===== src/vng_defs.svh =====
`ifndef VNG_DEFS_SVH
`define VNG_DEFS_SVH

// pixel width in bits
`define VNG_DATA 8

// phases of one 2x2 bayer cell walk
`define VNG_STATES 12

// depth of each tap shift register
`define VNG_TAPS 16

// red candidate delay, counted in red pushes
`define VNG_RED_DELAY 4

`endif


===== src/vng_pkg.sv =====
`include "vng_defs.svh"

package vng_pkg;

    typedef logic [`VNG_DATA-1:0] pixel_t;
    typedef logic [`VNG_DATA:0]   sum_t;
    typedef logic [3:0]           phase_t;
    typedef logic [3:0]           tap_idx_t;

    // red pre-value source
    typedef enum logic [1:0] {
        red_pix  = 2'd0,
        red_add  = 2'd1,
        red_diag = 2'd2
    } red_sel_t;

    typedef struct packed {
        logic     h_push;
        logic     red_push;
        red_sel_t red_sel;
        logic     green_push;
        logic     green_sel;
        logic     blue_push;
        logic     blue_sel;
    } axes_ctrl_t;

    // tap positions per phase, 0 is the newest pixel
    localparam tap_idx_t TAP_A_IDX [`VNG_STATES] = '{
        4'd13, 4'd11, 4'd14, 4'd5, 4'd13, 4'd14,
        4'd13, 4'd11, 4'd15, 4'd13, 4'd13, 4'd13
    };

    localparam tap_idx_t TAP_B_IDX [`VNG_STATES] = '{
        4'd3, 4'd13, 4'd4, 4'd15, 4'd11, 4'd12,
        4'd11, 4'd1, 4'd13, 4'd3, 4'd3, 4'd11
    };

    // h_push, red_push, red_sel, green_push, green_sel, blue_push, blue_sel
    localparam axes_ctrl_t CTRL_TABLE [`VNG_STATES] = '{
        '{1'b1, 1'b0, red_diag, 1'b1, 1'b0, 1'b0, 1'b0},
        '{1'b0, 1'b1, red_pix,  1'b0, 1'b0, 1'b0, 1'b0},
        '{1'b0, 1'b1, red_add,  1'b0, 1'b0, 1'b0, 1'b0},
        '{1'b0, 1'b1, red_add,  1'b0, 1'b0, 1'b0, 1'b0},
        '{1'b1, 1'b1, red_diag, 1'b1, 1'b0, 1'b0, 1'b0},
        '{1'b0, 1'b1, red_add,  1'b1, 1'b0, 1'b0, 1'b0},
        '{1'b1, 1'b0, red_pix,  1'b0, 1'b1, 1'b1, 1'b0},
        '{1'b1, 1'b0, red_pix,  1'b1, 1'b0, 1'b1, 1'b1},
        '{1'b0, 1'b0, red_pix,  1'b0, 1'b1, 1'b1, 1'b0},
        '{1'b1, 1'b0, red_pix,  1'b0, 1'b0, 1'b1, 1'b1},
        '{1'b0, 1'b0, red_pix,  1'b1, 1'b0, 1'b1, 1'b1},
        '{1'b1, 1'b1, red_pix,  1'b1, 1'b1, 1'b0, 1'b0}
    };

endpackage


===== src/vng_axes.sv =====
module vng_axes (
    input  logic                clk,
    input  logic                clk_en,
    input  vng_pkg::pixel_t     tap_a,
    input  vng_pkg::pixel_t     tap_b,
    input  vng_pkg::axes_ctrl_t ctrl,
    input  vng_pkg::sum_t       red_diag,
    output vng_pkg::sum_t       axes_add,
    output vng_pkg::pixel_t     axes_hv,
    output logic                axes_h_push,
    output logic                axes_v_push,
    output vng_pkg::sum_t       red_pre,
    output logic                red_push,
    output logic                axes_green_push,
    output logic                axes_blue_push,
    output vng_pkg::sum_t       axes_green,
    output vng_pkg::sum_t       axes_blue
);

    import vng_pkg::*;

    sum_t dbl_a;

    // gradient, pair sum and doubled tap a
    always_ff @(posedge clk) begin
        if (clk_en) begin
            if (tap_a > tap_b) begin
                axes_hv <= tap_a - tap_b;
            end else begin
                axes_hv <= tap_b - tap_a;
            end
            axes_add <= sum_t'(tap_a) + sum_t'(tap_b);
            dbl_a    <= {tap_a, 1'b0};
        end
    end

    // strobes come straight from the registered control word
    assign axes_h_push     = ctrl.h_push;
    assign axes_v_push     = !ctrl.h_push;
    assign red_push        = ctrl.red_push;
    assign axes_green_push = ctrl.green_push;
    assign axes_blue_push  = ctrl.blue_push;

    assign axes_green = ctrl.green_sel ? axes_add : dbl_a;
    assign axes_blue  = ctrl.blue_sel ? axes_add : dbl_a;

    // red_diag port hides the enum literal, hence the scoped item
    always_comb begin
        case (ctrl.red_sel)
            red_pix:           red_pre = dbl_a;
            red_add:           red_pre = axes_add;
            vng_pkg::red_diag: red_pre = red_diag;
            default:           red_pre = dbl_a;
        endcase
    end

    // each pixel is either a horizontal or a vertical gradient sample
    a_hv_exclusive: assert property (@(posedge clk)
        !$isunknown(ctrl.h_push) |-> (axes_h_push != axes_v_push));

endmodule


===== src/vng_ctrl_rom.sv =====
`include "vng_defs.svh"

module vng_ctrl_rom (
    input  logic                clk,
    input  logic                rst_n,
    input  logic                clk_en,
    input  vng_pkg::phase_t     st,
    output vng_pkg::axes_ctrl_t ctrl
);

    import vng_pkg::*;

    axes_ctrl_t ctrl_next;

    assign ctrl_next = CTRL_TABLE[st];

    // one enabled cycle behind the phase, lines up with the tap registers
    always_ff @(posedge clk) begin
        if (!rst_n) begin
            ctrl <= '0;
        end else if (clk_en) begin
            ctrl <= ctrl_next;
        end
    end

    a_red_sel_legal: assert property (@(posedge clk) disable iff (!rst_n)
        ctrl.red_sel inside {red_pix, red_add, red_diag});

endmodule


===== src/vng_diag.sv =====
`include "vng_defs.svh"

module vng_diag (
    input  logic          clk,
    input  logic          clk_en,
    input  vng_pkg::sum_t axes_add,
    output vng_pkg::sum_t red_diag
);

    import vng_pkg::*;

    sum_t                 add_prev;
    logic [`VNG_DATA+1:0] pair_sum;

    // one extra bit so the pair never overflows
    assign pair_sum = {1'b0, axes_add} + {1'b0, add_prev};

    always_ff @(posedge clk) begin
        if (clk_en) begin
            add_prev <= axes_add;
            red_diag <= pair_sum[`VNG_DATA+1:1];
        end
    end

endmodule


===== src/vng_pipedelay.sv =====
module vng_pipedelay #(
    parameter int WIDTH = 9,
    parameter int DEPTH = 4
) (
    input  logic             clk,
    input  logic             clk_en,
    input  logic [WIDTH-1:0] in_data,
    output logic [WIDTH-1:0] out_data
);

    logic [WIDTH-1:0] chain [DEPTH];

    // whole chain stands still while disabled
    always_ff @(posedge clk) begin
        if (clk_en) begin
            chain[0] <= in_data;
            for (int i = 1; i < DEPTH; i++) begin
                chain[i] <= chain[i-1];
            end
        end
    end

    assign out_data = chain[DEPTH-1];

endmodule


===== src/vng_state_seq.sv =====
`include "vng_defs.svh"

module vng_state_seq (
    input  logic            clk,
    input  logic            rst_n,
    input  logic            clk_en,
    input  logic            px_push,
    output vng_pkg::phase_t st
);

    import vng_pkg::*;

    logic step;

    assign step = clk_en && px_push;

    // position of the current pixel within the cell walk
    always_ff @(posedge clk) begin
        if (!rst_n) begin
            st <= '0;
        end else if (step) begin
            if (st == phase_t'(`VNG_STATES - 1)) begin
                st <= '0;
            end else begin
                st <= st + phase_t'(1);
            end
        end
    end

    a_st_range: assert property (@(posedge clk) disable iff (!rst_n)
        st <= phase_t'(`VNG_STATES - 1));

endmodule


===== src/vng_tap_shiftreg.sv =====
`include "vng_defs.svh"

module vng_tap_shiftreg #(
    parameter vng_pkg::tap_idx_t TAP_TABLE [`VNG_STATES] = vng_pkg::TAP_A_IDX
) (
    input  logic            clk,
    input  logic            clk_en,
    input  logic            push,
    input  vng_pkg::phase_t st,
    input  vng_pkg::pixel_t px_in,
    output vng_pkg::pixel_t tap
);

    import vng_pkg::*;

    pixel_t   taps [`VNG_TAPS];
    tap_idx_t rd_idx;

    // entry 0 holds the newest pixel
    always_ff @(posedge clk) begin
        if (clk_en && push) begin
            taps[0] <= px_in;
            for (int i = 1; i < `VNG_TAPS; i++) begin
                taps[i] <= taps[i-1];
            end
        end
    end

    assign rd_idx = TAP_TABLE[st];
    assign tap    = taps[rd_idx];

endmodule


===== src/vng_top.sv =====
`include "vng_defs.svh"

module vng_top (
    input  logic            clk,
    input  logic            rst_n,
    input  logic            clk_en,
    input  logic            px_push,
    input  vng_pkg::pixel_t px_in,
    output vng_pkg::pixel_t axes_hv,
    output logic            axes_h_push,
    output logic            axes_v_push,
    output logic            axes_red_push,
    output vng_pkg::sum_t   axes_red,
    output logic            axes_green_push,
    output vng_pkg::sum_t   axes_green,
    output logic            axes_blue_push,
    output vng_pkg::sum_t   axes_blue
);

    import vng_pkg::*;

    phase_t     st;
    pixel_t     tap_a;
    pixel_t     tap_b;
    axes_ctrl_t ctrl;
    sum_t       axes_add;
    sum_t       red_diag;
    sum_t       red_pre;
    logic       red_en;

    vng_state_seq i_state_seq (
        .clk     (clk),
        .rst_n   (rst_n),
        .clk_en  (clk_en),
        .px_push (px_push),
        .st      (st)
    );

    vng_tap_shiftreg #(
        .TAP_TABLE (TAP_A_IDX)
    ) i_tap_a (
        .clk    (clk),
        .clk_en (clk_en),
        .push   (px_push),
        .st     (st),
        .px_in  (px_in),
        .tap    (tap_a)
    );

    vng_tap_shiftreg #(
        .TAP_TABLE (TAP_B_IDX)
    ) i_tap_b (
        .clk    (clk),
        .clk_en (clk_en),
        .push   (px_push),
        .st     (st),
        .px_in  (px_in),
        .tap    (tap_b)
    );

    vng_ctrl_rom i_ctrl_rom (
        .clk    (clk),
        .rst_n  (rst_n),
        .clk_en (clk_en),
        .st     (st),
        .ctrl   (ctrl)
    );

    vng_axes i_axes (
        .clk             (clk),
        .clk_en          (clk_en),
        .tap_a           (tap_a),
        .tap_b           (tap_b),
        .ctrl            (ctrl),
        .red_diag        (red_diag),
        .axes_add        (axes_add),
        .axes_hv         (axes_hv),
        .axes_h_push     (axes_h_push),
        .axes_v_push     (axes_v_push),
        .red_pre         (red_pre),
        .red_push        (axes_red_push),
        .axes_green_push (axes_green_push),
        .axes_blue_push  (axes_blue_push),
        .axes_green      (axes_green),
        .axes_blue       (axes_blue)
    );

    vng_diag i_diag (
        .clk      (clk),
        .clk_en   (clk_en),
        .axes_add (axes_add),
        .red_diag (red_diag)
    );

    // red only advances on its own pushes
    assign red_en = clk_en && axes_red_push;

    vng_pipedelay #(
        .WIDTH ($bits(sum_t)),
        .DEPTH (`VNG_RED_DELAY)
    ) i_red_delay (
        .clk      (clk),
        .clk_en   (red_en),
        .in_data  (red_pre),
        .out_data (axes_red)
    );

endmodule

===== config.mk =====
export PLATFORM = sky130hd
export DESIGN_NAME = vng_top
export DESIGN_NICKNAME = d
export VERILOG_FILES = /design/src/vng_pkg.sv /design/src/vng_axes.sv /design/src/vng_ctrl_rom.sv /design/src/vng_diag.sv /design/src/vng_pipedelay.sv /design/src/vng_state_seq.sv /design/src/vng_tap_shiftreg.sv /design/src/vng_top.sv
export VERILOG_INCLUDE_DIRS = /design/src /design/src/src
export SDC_FILE = /design/constraint.sdc
export NUM_CORES = 1
export LEC_CHECK = 0
export BUFFER_PORTS_ARGS = -buffer_cell sky130_fd_sc_hd__buf_2
export CAP_MARGIN = 5
export CORE_UTILIZATION = 60
export CTS_CLUSTER_DIAMETER = 120
export DETAILED_ROUTE_END_ITERATION = 12
export PLACE_DENSITY = 0.78
export SLEW_MARGIN = 0
export SYNTH_ARGS = -nofsm -noshare
export SYNTH_HDL_FRONTEND = slang
export SYNTH_SLANG_ARGS = --single-unit

===== constraint.sdc =====
create_clock -name clk -period 12.1 [get_ports clk]
set_input_delay 1.21 -clock clk [delete_from_list [all_inputs] [get_ports clk]]
set_output_delay 1.21 -clock clk [all_outputs]
set_load 0.1 [all_outputs]

# Word level (Yosys, flattened, before mapping)
# Memory sizes are Yosys's and may differ from the RTL's. A register that Yosys moved wholly into a read port is not among the register bits.
# Cells that the tools add are included.
classes:
  add_sub_neg: 5
  n_lt_le_gt_ge: 2
  n_eq_ne: 3
  muxes: 13
  bitwise: 1
  n_reduce_logical: 4
op_table:
  columns: ["cell", "count"]
  rows:
  - ["2-to-1 mux 4 bit", 5]
  - ["2-to-1 mux 9 bit", 2]
  - ["case mux 9 bit (2 select lines)", 1]
  - ["subtractor 8 bit", 2]
  - ["adder 9 x 9 -> 10 bit", 1]
  - ["adder 8 x 8 -> 9 bit", 1]
  - ["> comparator 8 bit", 1]
  - ["2-to-1 mux 8 bit", 1]
  - ["greater-or-equal comparator 5 bit, second input constant", 1]
  - ["NOT 4 -> 5 bit", 1]
  - ["adder 4 x 1 -> 4 bit, second input constant", 1]
  - ["equality test 4 bit, second input constant", 1]
  - ["2-to-1 mux 1 bit", 4]
  - ["equality test 2 x 1 -> 1 bit, second input constant", 1]
  - ["equality test 2 bit, second input constant", 1]
  - ["logical AND 1 bit", 2]
  - ["zero test 1 bit", 2]
totals:
  ff_bits: 47
  ram_bits: 292
  rom_bits: 256
  inputBits: 12
  output_inout_bits: 40
  word_cells: 40
  mem_count: 6
memory_table:
  columns: ["name", "depth", "width", "read_ports", "rd_ports_with_merged_regs", "write_ports", "line_no", "text"]
  rows:
  - ["(name not given)", 16, 8, 1, 1, 0, "vng_ctrl_rom.sv:15", "assign ctrl_next = CTRL_TABLE[st];"]
  - ["i_tap_a.taps", 16, 8, 16, 0, 16, "vng_tap_shiftreg.sv:16", "pixel_t taps [`VNG_TAPS];"]
  - ["i_tap_b.taps", 16, 8, 16, 0, 16, "vng_tap_shiftreg.sv:16", null]
  - ["(name not given)", 16, 4, 1, 0, 0, "vng_tap_shiftreg.sv:29", "assign rd_idx = TAP_TABLE[st];"]
  - ["(name not given)", 16, 4, 1, 0, 0, "vng_tap_shiftreg.sv:29", null]
  - ["i_red_delay.chain", 4, 9, 4, 0, 4, "vng_pipedelay.sv:11", "logic [WIDTH-1:0] chain [DEPTH];"]

# Longest topological paths before layout
# An unclocked memory read counts as a cell.
logic_depth:
  word_depth: 7
  depth_mapped: 20
  mapped_depth_nobuf: 17

# Cells and area by module
# From an unflattened synthesis, not the netlist that was laid out.
unflattened:
  hier_cells: 934
  area_unflattened_um2: 15133.3
modules_own_cells:
  columns: ["module", "n_inst", "cells_per_inst", "area_per_inst_um2", "seq_area_each_um2"]
  rows:
  - ["vng_tap_shiftreg at i_tap_a", 1, 307, 5191.2, 3843.7]
  - ["vng_tap_shiftreg at i_tap_b", 1, 220, 5074.9, 3843.7]
  - ["vng_axes", 1, 215, 2178.3, 720.7]
  - ["vng_pipedelay", 1, 36, 1081.0, 1081.0]
  - ["vng_diag", 1, 79, 960.9, 540.5]
  - ["vng_ctrl_rom", 1, 52, 450.4, 160.2]
  - ["vng_state_seq", 1, 24, 190.2, 80.1]
  - ["vng_top", 1, 1, 6.3, 0.0]

# Worst setup path before layout
# No wires, ideal clock.
synth_path:
  path_kind: "register -> register"
  startpoint: "register i_state_seq.st[0]"
  endpoint: "register i_axes.axes_hv[6], data pin"
  setup_ns: 0.265
  arrival_ns: 4.214
  t_required_ns: 11.835
  path_slack_ns: 7.620
  stages_incl_launch_ff: 20
  n_path_buf: 4
  period_less_slack_ns: 4.480
  path_cell_list: "dfxtp_1 > buf_2 > inv_1 > ha_1 > nor2b_1 > o31a_1 > buf_4 > buf_4 > and3_1 > a31oi_1 > nand3_1 > a221o_1 > ha_1 > clkbuf_1 > and4_1 > nand4_1 > nand3b_1 > o21ai_2 > mux2_2 > xnor2_1"
synth_via:
  elab_chain_len: 7
  elab_cells_between_ends: 13
  cone_classes: "add/sub: 2; order compare: 1; mux: 5; bitwise: 1; memory: 4"
synth_rtl:
  columns: ["element", "line_no", "text"]
  rows:
  - ["start, declared", "vng_state_seq.sv:8", "output vng_pkg::phase_t st"]
  - ["start signal, assigned", "vng_state_seq.sv:25", "st <= st + phase_t'(1);"]
  - ["NOT 4 -> 5 bit (implied by the code) *", "vng_tap_shiftreg.sv:29", null]
  - ["memory read (16 x 4 bit)", null, null]
  - ["2-to-1 mux 4 bit (implied by the code) (2 in series)", "vng_tap_shiftreg.sv:29", null]
  - ["memory read (16 x 8 bit)", null, null]
  - ["subtractor 8 bit (tied with other cells)", "vng_axes.sv:30", "axes_hv <= tap_b - tap_a;"]
  - ["2-to-1 mux 8 bit *", "vng_axes.sv:27", "if (tap_a > tap_b) begin"]
  - ["end signal, assigned", "vng_axes.sv:28", "axes_hv <= tap_a - tap_b;"]
  - ["end signal, assigned", "vng_axes.sv:30", null]
  - ["end, declared", "vng_axes.sv:9", "output vng_pkg::pixel_t axes_hv,"]
# Mark *: on every way between the ends. The rest lies on a longest branch, timed or not. The select of a mux whose other input is x is not followed.
# A chain may end at the register's enable or synchronous reset.

# Worst setup path after layout
# Same ends and word-level chain as after synthesis.

==> results.py <==
metrics = {
    "route": {
        "detail_route.wirelength_mm": 23.7,
        "drt_iter0_markers": 779,
        "drc": 0,
        "route.antenna.remaining_nets": 0,
        "vias": 7437,
        "post_drt_via_cell_ratio": 6.36,
        "drt-wirelength-per-cell_um": 20.3,
        "drtPass1Iterations": 5,
    },
    "floorplan": {
        "die_extent_in_y_um": 136,
        "rows": 48,
        "core_region_area_sq_um": 17400,
        "start_util_pct": 61.8,
        "io_pins": 52,
        "dieArea_sq_um": 18500,
        "die-width_um": 136,
    },
    "logic_synthesis": {
        "postSynthAreaPerCell_sq_um": 12.0,
        "yosys.area.top_type": "sky130_fd_sc_hd__edfxtp_1",
        "synth.yosys.warnings": 0,
        "post_synth_main_area_contributors": "sky130_fd_sc_hd__edfxtp_1, sky130_fd_sc_hd__nand2_1, sky130_fd_sc_hd__ha_1, sky130_fd_sc_hd__mux2_2, sky130_fd_sc_hd__a21oi_1",
        "yosys.cell_types.count": 60,
        "synth_ff_type": "sky130_fd_sc_hd__edfxtp_1",
        "synth.cell_area_sq_um": 10800,
        "synth_most_common_cell": "sky130_fd_sc_hd__edfxtp_1",
        "netlist.area_leader.share_pct": 57.5,
        "synthArstFlopShare_pct": 0,
        "syn-instance-count": 894,
        "synth_edf_count": 206,
        "synth-seq-cells": 218,
        "synth_fp_nets": 951,
        "synth_top_cells_by_count": "sky130_fd_sc_hd__edfxtp_1, sky130_fd_sc_hd__nand2_1, sky130_fd_sc_hd__a21oi_1, sky130_fd_sc_hd__ha_1, sky130_fd_sc_hd__nor2_1",
        "ys_seq_area_share_pct": 59.7,
    },
    "clock_tree": {
        "cts-htree-levels": 1,
        "clkLatencyLatePin_ns": 0.51,
        "clk_transition_reported_paths_ns": 0.07,
        "maximum_buffer_depth_of_the_clock_tree": 3,
        "hold_buffers": 0,
        "ctsRootBufferMaster": "sky130_fd_sc_hd__clkbuf_16",
        "post-cts-setup-buffers": 0,
        "cts_resized": 0,
        "cts.sink_count": 218,
        "clock_tree_from_tritoncts": "yes",
        "cts-buffers-inserted": 23,
    },
    "sta": {
        "setup-violations-final": 0,
        "fin_worst_skew_ns": 0.0149,
        "period_share_pct": 48.0,
        "fmaxAchievable_mhz": 172,
        "worst-slew-pin-transition_ns": 0.947,
        "slew_viol_final": 0,
        "min_clock_period_post_route_ns": 5.81,
        "fin_setup_tns_ns": 0,
        "unrepaired_setup_endpoints_after_global_routing": "no",
        "setup_slack_ns": 6.29,
        "relSlewSlack_pct": 36.7,
        "final-hold-violation-count": 0,
    },
    "place": {
        "portBuffers": 51,
        "post_place_setup_slack_ns": 6.19,
        "place.gp.congestion": 0.966,
        "placement.cell_area_sq_um": 11100,
        "dp_hpwl_mm": 15.1,
    },
    "pwr": {
        "total_power_mw": 2.33,
        "static-leakage-power_nw": 4.32,
        "pwr_density_cell_nw_per_um2": 196,
        "power.ir.vdd_worst_uv": 181,
    },
    "grt": {
        "grt_pass1_wl_mm": 37.8,
        "pin_count_of_the_biggest_net_entering_global_routing": 69,
        "number_of_global_route_vias_before_repair": 7003,
        "globalRoute.totalOverflow": 0,
        "antenna_found_initial": 0,
        "track_usage_pct": 26.4,
    },
    "setup_path": {
        "timing.critical_path.from_type": "register",
        "cp_data_required_time_ns": 12.34,
        "worst-setup-path-type": "register to register",
        "cp.arrival_ns": 6.05,
        "timing.critical_path.fanout_max": 39,
        "worstSetupEndpointType": "register",
    },
    "cells_and_area": {
        "areaGrowthSynthToFinish_pct": 10.5,
        "diode_insertion_count_for_antenna_repair": 0,
        "final_cell_area_sq_um": 11900,
        "fin_nets": 986,
        "drive_above_1_share_pct": 13.9,
    },
    "job": {
        "max_cap_violations": 0,
    },
    "status": {
        "outcome": "completed",
    },
    "worst_hold_path": {
        "worstHoldPathType": "register to register",
    },
}
state kept, by name, indices dropped and copies added (netlist names), 8 cells and up:
| register | count |
|---|---|
| i_tap_b.taps | 40 |
| i_axes.axes_add | 8 |
| i_ctrl_rom.ctrl | 8 |
| i_diag.red_diag | 9 |
| i_tap_a.taps | 88 |
| i_axes.dbl_a | 8 |
| i_diag.add_prev | 9 |
| i_red_delay.chain | 36 |
| i_axes.axes_hv | 8 |
stage by stage:
step,hold WS (ns),util [%],std cells
6_report,0.417,68.2,1170
5_1_grt,0.419,68.2,1170
3_3_place_gp,0.402,63.9,1127
3_5_place_dp,0.405,63.9,1127
4_1_cts,0.417,68.1,1168
2_1_floorplan,0.400,-,894
cells in the final DEF (no fill, tap or decap), types with 5 or more instances in the layout:
| cell | netlist | final |
|---|---|---|
| sky130_fd_sc_hd__edfxtp_1 | 206 | 206 |
| sky130_fd_sc_hd__nand2_1 | 146 | 146 |
| sky130_fd_sc_hd__buf_2 | 18 | 51 |
| sky130_fd_sc_hd__a21oi_1 | 48 | 46 |
| sky130_fd_sc_hd__ha_1 | 41 | 41 |
| sky130_fd_sc_hd__nor2_1 | 30 | 30 |
| sky130_fd_sc_hd__nor3_1 | 29 | 29 |
| sky130_fd_sc_hd__a31oi_1 | 25 | 25 |
| sky130_fd_sc_hd__clkbuf_16 | 0 | 23 |
| sky130_fd_sc_hd__mux2_2 | 22 | 22 |
| sky130_fd_sc_hd__a22o_1 | 20 | 20 |
| sky130_fd_sc_hd__nand3_1 | 20 | 20 |
| sky130_fd_sc_hd__o21ai_0 | 18 | 18 |
| sky130_fd_sc_hd__a311oi_1 | 17 | 17 |
| sky130_fd_sc_hd__o221ai_1 | 16 | 16 |
| sky130_fd_sc_hd__o22ai_1 | 16 | 16 |
| sky130_fd_sc_hd__inv_1 | 16 | 15 |
| sky130_fd_sc_hd__mux2i_1 | 15 | 15 |
| sky130_fd_sc_hd__nor4_1 | 15 | 15 |
| sky130_fd_sc_hd__buf_4 | 8 | 15 |
| sky130_fd_sc_hd__and3_1 | 12 | 12 |
| sky130_fd_sc_hd__dfxtp_1 | 12 | 12 |
| sky130_fd_sc_hd__xnor2_1 | 10 | 10 |
| sky130_fd_sc_hd__a22oi_1 | 9 | 9 |
| sky130_fd_sc_hd__xor2_1 | 9 | 9 |
| sky130_fd_sc_hd__a21o_1 | 8 | 8 |
| sky130_fd_sc_hd__nand2b_1 | 7 | 7 |
| sky130_fd_sc_hd__or2_1 | 7 | 7 |
| sky130_fd_sc_hd__clkinv_1 | 1 | 7 |
| sky130_fd_sc_hd__a211oi_1 | 6 | 6 |
| sky130_fd_sc_hd__or4_1 | 5 | 5 |
report_power, final:
part	total, mW	internal [mW]	leakage (nW)	switching (mW)
Sequential	0.989	0.935	2.04	0.0532
Combinational	0.650	0.199	1.93	0.450
Clock	0.691	0.412	0.348	0.279
final cells by class:
class                   instances  area [sq um]
flip-flops and latches        218          6430
repair buffers                 66           368
inverters                      19          73.8
clock buffers                  27           591
multi-input cells             601          3990
fillers                      1252          5530
clock inverters                14           149
well taps                     225           282
logic make-up after synthesis:
group                    after synthesis  share of synthesized area, %
flip-flops                           218                          59.7
buffers and inverters                 75                          3.24
AND/OR/NAND/NOR                      286                          12.2
XOR/XNOR                              19                          1.55
AO/OA/AOI/OAI                        214                          14.1
multiplexers                          37                          3.70
adder cells (fa/ha/maj)               45                          5.51
worst paths after layout:
check / slack [ns] / depth (start not counted) / start / end
max: 6.29 / 19 / i_state_seq.st[0]$_SDFFE_PN0P_ / i_axes.axes_hv[6]$_DFFE_PP_
min reg2reg: 0.42 / 0 / i_red_delay.chain[2][7]$_DFFE_PP_ / i_red_delay.chain[3][7]$_DFFE_PP_
min: 0.42 / 0 / i_red_delay.chain[2][7]$_DFFE_PP_ / i_red_delay.chain[3][7]$_DFFE_PP_
max reg2reg: 6.29 / 19 / i_state_seq.st[0]$_SDFFE_PN0P_ / i_axes.axes_hv[6]$_DFFE_PP_
routing by layer:
metal | track usage, % | vias up | routed length, um
met2 | 40.9 | 363 | 10700
met5 | 0 | - | 0
met1 | 37.5 | 3546 | 10500
met3 | 5.63 | 52 | 2030
li1 | - | 3476 | -
met4 | 7.78 | 0 | 554
worst max-delay path, cell delays in order, from the launching register on:
cell	delay, ns
sky130_fd_sc_hd__dfxtp_1	0.55
sky130_fd_sc_hd__inv_1	0.23
sky130_fd_sc_hd__ha_1	0.44
sky130_fd_sc_hd__nor2b_1	0.20
sky130_fd_sc_hd__o31a_1	0.31
sky130_fd_sc_hd__buf_4	0.27
sky130_fd_sc_hd__nor2_1	0.66
sky130_fd_sc_hd__buf_4	0.30
sky130_fd_sc_hd__a22o_1	0.15
sky130_fd_sc_hd__nor3_1	0.06
sky130_fd_sc_hd__nor4_1	0.50
sky130_fd_sc_hd__ha_1	0.25
sky130_fd_sc_hd__inv_1	0.07
sky130_fd_sc_hd__fa_1	0.38
sky130_fd_sc_hd__a21o_1	0.17
sky130_fd_sc_hd__a21oi_1	0.18
sky130_fd_sc_hd__o21a_1	0.20
sky130_fd_sc_hd__o21ai_2	0.16
sky130_fd_sc_hd__mux2_2	0.33
sky130_fd_sc_hd__xnor2_1	0.12
Power figures use the tool's default switching activity.
